## src/hdl/wordGamePkg.sv

```systemverilog
package wordGamePkg;

    // one ASCII character, zero means no key down
    typedef logic [7:0] letter_t;

    // correct and mistake counters
    typedef logic [2:0] count_t;

    localparam int wordLen  = 5;            // letters per word
    localparam int wordBits = wordLen * 8;  // packed word width

    localparam letter_t noKey      = 8'h00;
    localparam letter_t hiddenChar = 8'h5F; // underscore

    typedef enum logic [3:0] {
        setup = 4'd0,
        ready = 4'd1,
        cmp0  = 4'd2,
        cmp1  = 4'd3,
        cmp2  = 4'd4,
        cmp3  = 4'd5,
        cmp4  = 4'd6,
        score = 4'd7,
        over  = 4'd8
    } gameState_t;

endpackage

```

## src/hdl/secretWordReg.sv

```systemverilog
`timescale 1ns/1ps

module secretWordReg import wordGamePkg::*; (
    input  logic                clk,
    input  logic                nRst,
    input  letter_t             wordLetter,
    input  logic                wordLoad,
    input  logic                inSetup,
    input  logic                clearWord,
    input  logic [wordLen-1:0]  hitMask,
    output logic [wordBits-1:0] secretWord,
    output logic                wordValid,
    output logic [wordBits-1:0] revealedWord
);

    localparam int cntBits = $clog2(wordLen + 1);

    logic [cntBits-1:0] loadCnt;
    logic               loadEn;

    assign loadEn = wordLoad && inSetup;

    // letters enter at the low end, first letter ends up in the top byte
    always_ff @(posedge clk) begin
        if (loadEn) begin
            secretWord <= {secretWord[wordBits-9:0], wordLetter};
        end
    end

    always_ff @(posedge clk, negedge nRst) begin
        if (!nRst) begin
            loadCnt <= '0;
        end else if (clearWord) begin
            loadCnt <= '0;
        end else if (loadEn && loadCnt != cntBits'(wordLen)) begin
            loadCnt <= loadCnt + 1'b1; // saturates at a full word
        end
    end

    assign wordValid = (loadCnt == cntBits'(wordLen));

    // mask bit j shows byte j of the word
    always_comb begin
        for (int j = 0; j < wordLen; j++) begin
            if (hitMask[j]) begin
                revealedWord[8*j +: 8] = secretWord[8*j +: 8];
            end else begin
                revealedWord[8*j +: 8] = hiddenChar;
            end
        end
    end

endmodule

```

## src/hdl/guessCapture.sv

```systemverilog
`timescale 1ns/1ps

module guessCapture import wordGamePkg::*; (
    input  logic    clk,
    input  logic    nRst,
    input  letter_t guess,
    output logic    guessStrobe,
    output letter_t guessLetter
);

    letter_t prevGuess;
    logic    keyDown;

    // rising edge of the key level
    assign keyDown = (guess != noKey) && (prevGuess == noKey);

    always_ff @(posedge clk, negedge nRst) begin
        if (!nRst) begin
            prevGuess   <= noKey;
            guessStrobe <= 1'b0;
        end else begin
            prevGuess   <= guess;
            guessStrobe <= keyDown; // one pulse per press
        end
    end

    always_ff @(posedge clk) begin
        if (keyDown) begin
            guessLetter <= guess;
        end
    end

endmodule

```

## src/hdl/gameLogic.sv

```systemverilog
`timescale 1ns/1ps

module gameLogic import wordGamePkg::*; #(
    parameter int maxMistakes = 6
) (
    input  logic                clk,
    input  logic                nRst,
    input  logic [wordBits-1:0] secretWord,
    input  logic                wordValid,
    input  logic                startGame,
    input  logic                gameEnd,
    input  logic                guessStrobe,
    input  letter_t             guessLetter,
    output letter_t             letter,
    output logic                red,
    output logic                green,
    output logic                mistake,
    output logic                gameRdy,
    output count_t              correct,
    output count_t              incorrect,
    output logic [wordLen-1:0]  indexCorrect,
    output logic                inSetup,
    output logic                clearWord
);

    gameState_t state, nextState;

    count_t     tally;          // hits in the current guess
    logic [2:0] posSel;         // mask bit under compare
    letter_t    secretLetter;
    logic       cmpState;
    logic       posHit;
    count_t     newCorrect;
    count_t     newIncorrect;
    logic       gameWon;
    logic       gameLost;

    always_comb begin
        cmpState = 1'b1;
        case (state)
            cmp0:    posSel = 3'd4; // first letter sits in the top byte
            cmp1:    posSel = 3'd3;
            cmp2:    posSel = 3'd2;
            cmp3:    posSel = 3'd1;
            cmp4:    posSel = 3'd0;
            default: begin
                posSel   = 3'd0;
                cmpState = 1'b0;
            end
        endcase
    end

    assign secretLetter = secretWord[8*posSel +: 8];
    assign posHit       = cmpState && (letter == secretLetter) && !indexCorrect[posSel];

    assign newCorrect   = correct + tally;
    assign newIncorrect = incorrect + 3'd1;
    assign gameWon      = (tally != '0) && (newCorrect == count_t'(wordLen));
    assign gameLost     = (tally == '0) && (newIncorrect == count_t'(maxMistakes));

    assign gameRdy   = (state == ready) || (state == over);
    assign inSetup   = (state == setup);
    assign clearWord = gameEnd && gameRdy;
    assign mistake   = (state == score) && (tally == '0);

    always_comb begin
        nextState = state;
        case (state)
            setup: begin
                if (startGame && wordValid) begin
                    nextState = ready;
                end
            end
            ready: begin
                if (gameEnd) begin
                    nextState = setup;
                end else if (guessStrobe) begin
                    nextState = cmp0;
                end
            end
            cmp0:  nextState = cmp1;
            cmp1:  nextState = cmp2;
            cmp2:  nextState = cmp3;
            cmp3:  nextState = cmp4;
            cmp4:  nextState = score;
            score: nextState = (gameWon || gameLost) ? over : ready;
            over: begin
                if (gameEnd) begin
                    nextState = setup;
                end
            end
            default: nextState = setup;
        endcase
    end

    always_ff @(posedge clk, negedge nRst) begin
        if (!nRst) begin
            state        <= setup;
            letter       <= noKey;
            tally        <= '0;
            correct      <= '0;
            incorrect    <= '0;
            indexCorrect <= '0;
            red          <= 1'b0;
            green        <= 1'b0;
        end else begin
            state <= nextState;
            if (clearWord) begin // back to setup
                letter       <= noKey;
                tally        <= '0;
                correct      <= '0;
                incorrect    <= '0;
                indexCorrect <= '0;
                red          <= 1'b0;
                green        <= 1'b0;
            end else if (state == ready && guessStrobe) begin
                letter <= guessLetter;
                tally  <= '0;
            end else if (posHit) begin
                indexCorrect[posSel] <= 1'b1;
                tally                <= tally + 3'd1;
            end else if (state == score) begin
                if (tally == '0) begin
                    incorrect <= newIncorrect;
                    red       <= gameLost;
                end else begin
                    correct <= newCorrect;
                    green   <= gameWon;
                end
            end
        end
    end

endmodule

```

## src/hdl/wordGameTop.sv

```systemverilog
`timescale 1ns/1ps

module wordGameTop import wordGamePkg::*; #(
    parameter int maxMistakes = 6
) (
    input  logic                clk,
    input  logic                nRst,
    input  letter_t             wordLetter,
    input  logic                wordLoad,
    input  logic                startGame,
    input  logic                gameEnd,
    input  letter_t             guess,
    output letter_t             letter,
    output logic                red,
    output logic                green,
    output logic                mistake,
    output logic                gameRdy,
    output count_t              correct,
    output count_t              incorrect,
    output logic [wordLen-1:0]  indexCorrect,
    output logic [wordBits-1:0] revealedWord
);

    logic [wordBits-1:0] secretWord;
    logic                wordValid;
    logic                inSetup;
    logic                clearWord;
    logic                guessStrobe;
    letter_t             guessLetter;

    secretWordReg wordReg (
        .clk          (clk),
        .nRst         (nRst),
        .wordLetter   (wordLetter),
        .wordLoad     (wordLoad),
        .inSetup      (inSetup),
        .clearWord    (clearWord),
        .hitMask      (indexCorrect),
        .secretWord   (secretWord),
        .wordValid    (wordValid),
        .revealedWord (revealedWord)
    );

    guessCapture capture (
        .clk         (clk),
        .nRst        (nRst),
        .guess       (guess),
        .guessStrobe (guessStrobe),
        .guessLetter (guessLetter)
    );

    gameLogic #(
        .maxMistakes (maxMistakes)
    ) logicCore (
        .clk          (clk),
        .nRst         (nRst),
        .secretWord   (secretWord),
        .wordValid    (wordValid),
        .startGame    (startGame),
        .gameEnd      (gameEnd),
        .guessStrobe  (guessStrobe),
        .guessLetter  (guessLetter),
        .letter       (letter),
        .red          (red),
        .green        (green),
        .mistake      (mistake),
        .gameRdy      (gameRdy),
        .correct      (correct),
        .incorrect    (incorrect),
        .indexCorrect (indexCorrect), // also the reveal mask
        .inSetup      (inSetup),
        .clearWord    (clearWord)
    );

endmodule

```

## config.mk

```make
export PLATFORM = sky130hd
export DESIGN_NAME = wordGameTop
export DESIGN_NICKNAME = d
export VERILOG_FILES = /design/src/hdl/wordGamePkg.sv /design/src/hdl/secretWordReg.sv /design/src/hdl/guessCapture.sv /design/src/hdl/gameLogic.sv /design/src/hdl/wordGameTop.sv
export SDC_FILE = /design/constraint.sdc
export NUM_CORES = 1
export LEC_CHECK = 0
export ABC_AREA = 0
export BUFFER_PORTS_ARGS = -buffer_cell sky130_fd_sc_hd__buf_2
export CAP_MARGIN = 20
export CORE_MARGIN = 2
export CORE_UTILIZATION = 59
export DETAILED_ROUTE_END_ITERATION = 10
export GPL_TIMING_DRIVEN = 0
export MAX_ROUTING_LAYER = met4
export PLACE_DENSITY = 0.95
export SLEW_MARGIN = 20
export SYNTH_ARGS = -nofsm -noshare
export SYNTH_HDL_FRONTEND = slang
export SYNTH_SLANG_ARGS = --single-unit
```

## constraint.sdc

```tcl
create_clock -name clk -period 7.95 [get_ports clk]
set_input_delay 1.59 -clock clk [delete_from_list [all_inputs] [get_ports clk]]
set_output_delay 1.59 -clock clk [all_outputs]
set_load 0.05 [all_outputs]
```

==> impl_metrics.env <==
export IMPL_netlist_instances=356
export IMPL_num_rows=30
export IMPL_clock_latency_at_the_later_pin_of_the_worst_skew_pair_ps=370
export IMPL_nets=480
export IMPL_grt_max_degree=41
export IMPL_worstPathMaxFanout=10
export IMPL_grt_overflow_total=0
export IMPL_worst_case_clock_buffer_depth=2
export IMPL_hold_path_cell_count=0
export IMPL_status="finished clean"
export IMPL_worst_setup_hold_path_clk_slew_ps=90
export IMPL_synth_nets=385
export IMPL_drtPass1Iterations=5
export IMPL_die_width_um=88.6
export IMPL_vdd_drop_max_v=0.000205
export IMPL_worst_r2r_setup_slack_ps=5170
export IMPL_layout_filler_cells=475
export IMPL_timing_max_slew_rel_slack_pct=41.2
export IMPL_synthTopCellsByArea="sky130_fd_sc_hd__edfxtp_1 34%, sky130_fd_sc_hd__dfrtp_1 24%, sky130_fd_sc_hd__nand2b_1 5.8%, sky130_fd_sc_hd__a22o_1 2.3%, sky130_fd_sc_hd__ha_1 2.1%"
export IMPL_worstHoldStart="wordReg.secretWord[30]$_DFFE_PP_"
export IMPL_route_detailed_wl_per_inst_um=19.0
export IMPL_viasPerCell=6.05
export IMPL_antenna_found_initial=0
export IMPL_route_top_layer_used="met4"
export IMPL_total_routed_length_um=10500
export IMPL_initial_utilization_pct=61.5
export IMPL_timing_critical_path_from_type="register"
export IMPL_top_achievable_clock_speed_ghz=0.254
export IMPL_tritoncts_num_sinks=88
export IMPL_globalRouteTotalUtil_pct=29.3
export IMPL_cts_inserted_buffers=9
export IMPL_ff2ff_path_depth=8
export IMPL_pwr_density_cell_mw_per_mm2=301
export IMPL_timing_critical_path_arrival_ps=2340
export IMPL_area_growth_synth_to_final_pct=18.7
export IMPL_first_pass_grt_wire_length_um=16400
export IMPL_netlist_top_cells_count="48 x sky130_fd_sc_hd__edfxtp_1, 40 x sky130_fd_sc_hd__dfrtp_1, 39 x sky130_fd_sc_hd__nand2b_1"
export IMPL_p_leak_nw=2.04
export IMPL_maxCapViolCount=0
export IMPL_p_int_mw=0.948
export IMPL_cts_hold_buf=0
export IMPL_synth_enable_flop_cells=48
export IMPL_die_area_sq_mm=0.00785
export IMPL_maxSlewViolCount=0
export IMPL_cts_post_setup_buffers_inserted=0
export IMPL_cts_max_level=3
export IMPL_yosysTopAreaCellShare_pct=34.1
export IMPL_clock_tree_root_cell="sky130_fd_sc_hd__clkbuf_8"
export IMPL_boundaryPins=84
export IMPL_wl_met1_um=3980
export IMPL_synthDominantAreaCellType="sky130_fd_sc_hd__edfxtp_1"
export IMPL_worst_r2r_endpoint="logicCore.tally[1]$_DFFE_PN0P_"
export IMPL_tritoncts="done"
export IMPL_r2r_start="logicCore.state[2]$_DFFE_PN0P_"
export IMPL_fraction_of_final_layout_cells_sized_beyond_drive_strength_1_pct=25.0
export IMPL_core_region_area_sq_mm=0.00687
export IMPL_finalHoldViolCount=0
export IMPL_p_sw_mw=0.563
export IMPL_power_sequential_fraction_pct=40.5
export IMPL_pre_cts_slack_ps=4450
export IMPL_grt_setup_unrepaired="false"
export IMPL_route_met2_wl_um=5200
export IMPL_synth_warning_count=0
export IMPL_synth_cell_types=63
export IMPL_critical_path_endpoint_type="output pin"
export IMPL_synthesized_area_divided_by_synthesized_cell_count_sq_um=11.9
export IMPL_register_bit_total_from_synthesis=88
export IMPL_main_flop_type_after_synthesis="sky130_fd_sc_hd__edfxtp_1"
export IMPL_crit_path_required_time_ps=6360
export IMPL_grt_pass1_vias=3211
export IMPL_drc=0
export IMPL_post_synth_top_count_cell="sky130_fd_sc_hd__edfxtp_1"
export IMPL_switching_share_pct=37.3
export IMPL_fin_hold_ws_ps=444
export IMPL_postLayoutSetupSlackWorst_ps=4020
export IMPL_setup_viol=0
export IMPL_antenna_diode_count=0
export IMPL_drtIter0Drc=286
export IMPL_yosysSeqAreaShare_pct=57.8
export IMPL_die_height_um=88.6
export IMPL_antenna_left=0
export IMPL_totalNegativeSetupSlack_ps=0
export IMPL_power_frac_comb_pct=36.0
export IMPL_place_port_buffers=83
export IMPL_period_minus_ws_final_ps=3930
export IMPL_part_of_the_total_power_dissipated_in_the_clock_network_pct=23.5
export IMPL_vias=3341
export IMPL_whs_endpoint="wordReg.secretWord[38]$_DFFE_PP_"
export IMPL_tightestPinTransition_ps=883
export IMPL_hold_wc_path_type="reg2reg"
export IMPL_synth_cell_area_sq_mm=0.00423
export IMPL_dr_wl_met3_um=906
export IMPL_share_of_the_clock_period_used_by_the_worst_path_after_layout_pct=49.5
export IMPL_gp_congestion=0.931
export IMPL_ctsResizeCount=0
export IMPL_worstSetupPathType="reg2out"
export IMPL_skew_ps=13.1
export IMPL_asyncSetResetFlopFracSynth_pct=45.5
export IMPL_hpwl_um=7340
cell families after synthesis:
| logic type | after synthesis | synth area share [%] |
|---|---|---|
| AOI/OAI and AO/OA | 68 | 12.5 |
| xor gates and xnor gates | 13 | 2.69 |
| adders and majority gates | 8 | 2.55 |
| buffers and inverters | 29 | 3.05 |
| DFF | 88 | 57.8 |
| muxes | 8 | 2.01 |
| and+or+nand+nor | 142 | 19.4 |
flip-flops by register name, summed over array words and instances, names as in the netlist:
register	cells
wordReg.secretWord	40
logicCore.red	1
logicCore.green	1
capture.prevGuess	8
logicCore.incorrect	3
wordReg.loadCnt	3
logicCore.correct	3
logicCore.letter	8
capture.guessStrobe	1
capture.guessLetter	8
logicCore.indexCorrect	5
logicCore.state	4
logicCore.tally	3
per-layer routing:
metal  GRT usage, %  vias up
li1               -     1491
met1           36.6     1595
met2           46.3      211
met3           5.60       44
met4           13.8        0
met5              -        -
metrics by stage:
stage / util (%) / total power, mW / cell area [sq um] / cells
detailed placement: 69.6 / 1.15 / 4780 / 536
global route: 73.0 / 1.58 / 5010 / 552
CTS: 73.0 / 1.50 / 5010 / 552
global placement: 69.3 / 1.11 / 4760 / 535
floorplan: - / 1.00 / 4230 / 356
finish: 73.0 / 1.51 / 5010 / 552
cell type report:
type	instances	area, sq um	share of cell area [%]
Sequential cell	88	2440	48.7
Multi-Input combinational cell	239	1660	33.0
Timing Repair Buffer	84	435	8.68
Clock buffer	12	155	3.09
Tap cell	96	120	2.40
Clock inverter	4	76.3	1.52
Buffer	15	76.3	1.52
Inverter	14	52.6	1.05
power by group through the flow:
stage / clock network, mW / registers [mW] / logic (mW)
2_1_floorplan: 0 / 0.627 / 0.373
3_3_place_gp: 0 / 0.617 / 0.495
3_5_place_dp: 0 / 0.620 / 0.526
4_1_cts: 0.356 / 0.610 / 0.533
5_1_grt: 0.375 / 0.619 / 0.587
6_report: 0.355 / 0.612 / 0.543
critical path, stage by stage, from the launching register on:
cell	delay, ps
sky130_fd_sc_hd__dfrtp_1	430
sky130_fd_sc_hd__buf_4	230
sky130_fd_sc_hd__clkbuf_1	370
sky130_fd_sc_hd__nand3_1	200
sky130_fd_sc_hd__nor2_1	400
sky130_fd_sc_hd__buf_2	350
cells in the final DEF (no fill, tap or decap), drive strengths merged, types with 8 or more instances in the layout:
cell type,instances
inv,14
nor2,19
clkbuf,17
a22o,11
buf,94
nor2b,8
nand2,22
nor4,8
and2,13
nand2b,39
o21ai,8
o22ai,8
edfxtp,48
dfrtp,40
how the worst max path moves through the flow:
stage,cells past startpoint,endpoint,startpoint
after detailed placement,5,mistake,logicCore.state[0]$_DFFE_PN0P_
after global placement,6,wordReg.loadCnt[2]$_DFFE_PN0P_,wordLoad
after floorplan,4,gameRdy,logicCore.state[3]$_DFFE_PN0P_
after CTS,5,mistake,logicCore.state[0]$_DFFE_PN0P_
after global routing,5,mistake,logicCore.state[0]$_DFFE_PN0P_
final,5,mistake,logicCore.state[0]$_DFFE_PN0P_
Power figures use the tool's default switching activity.
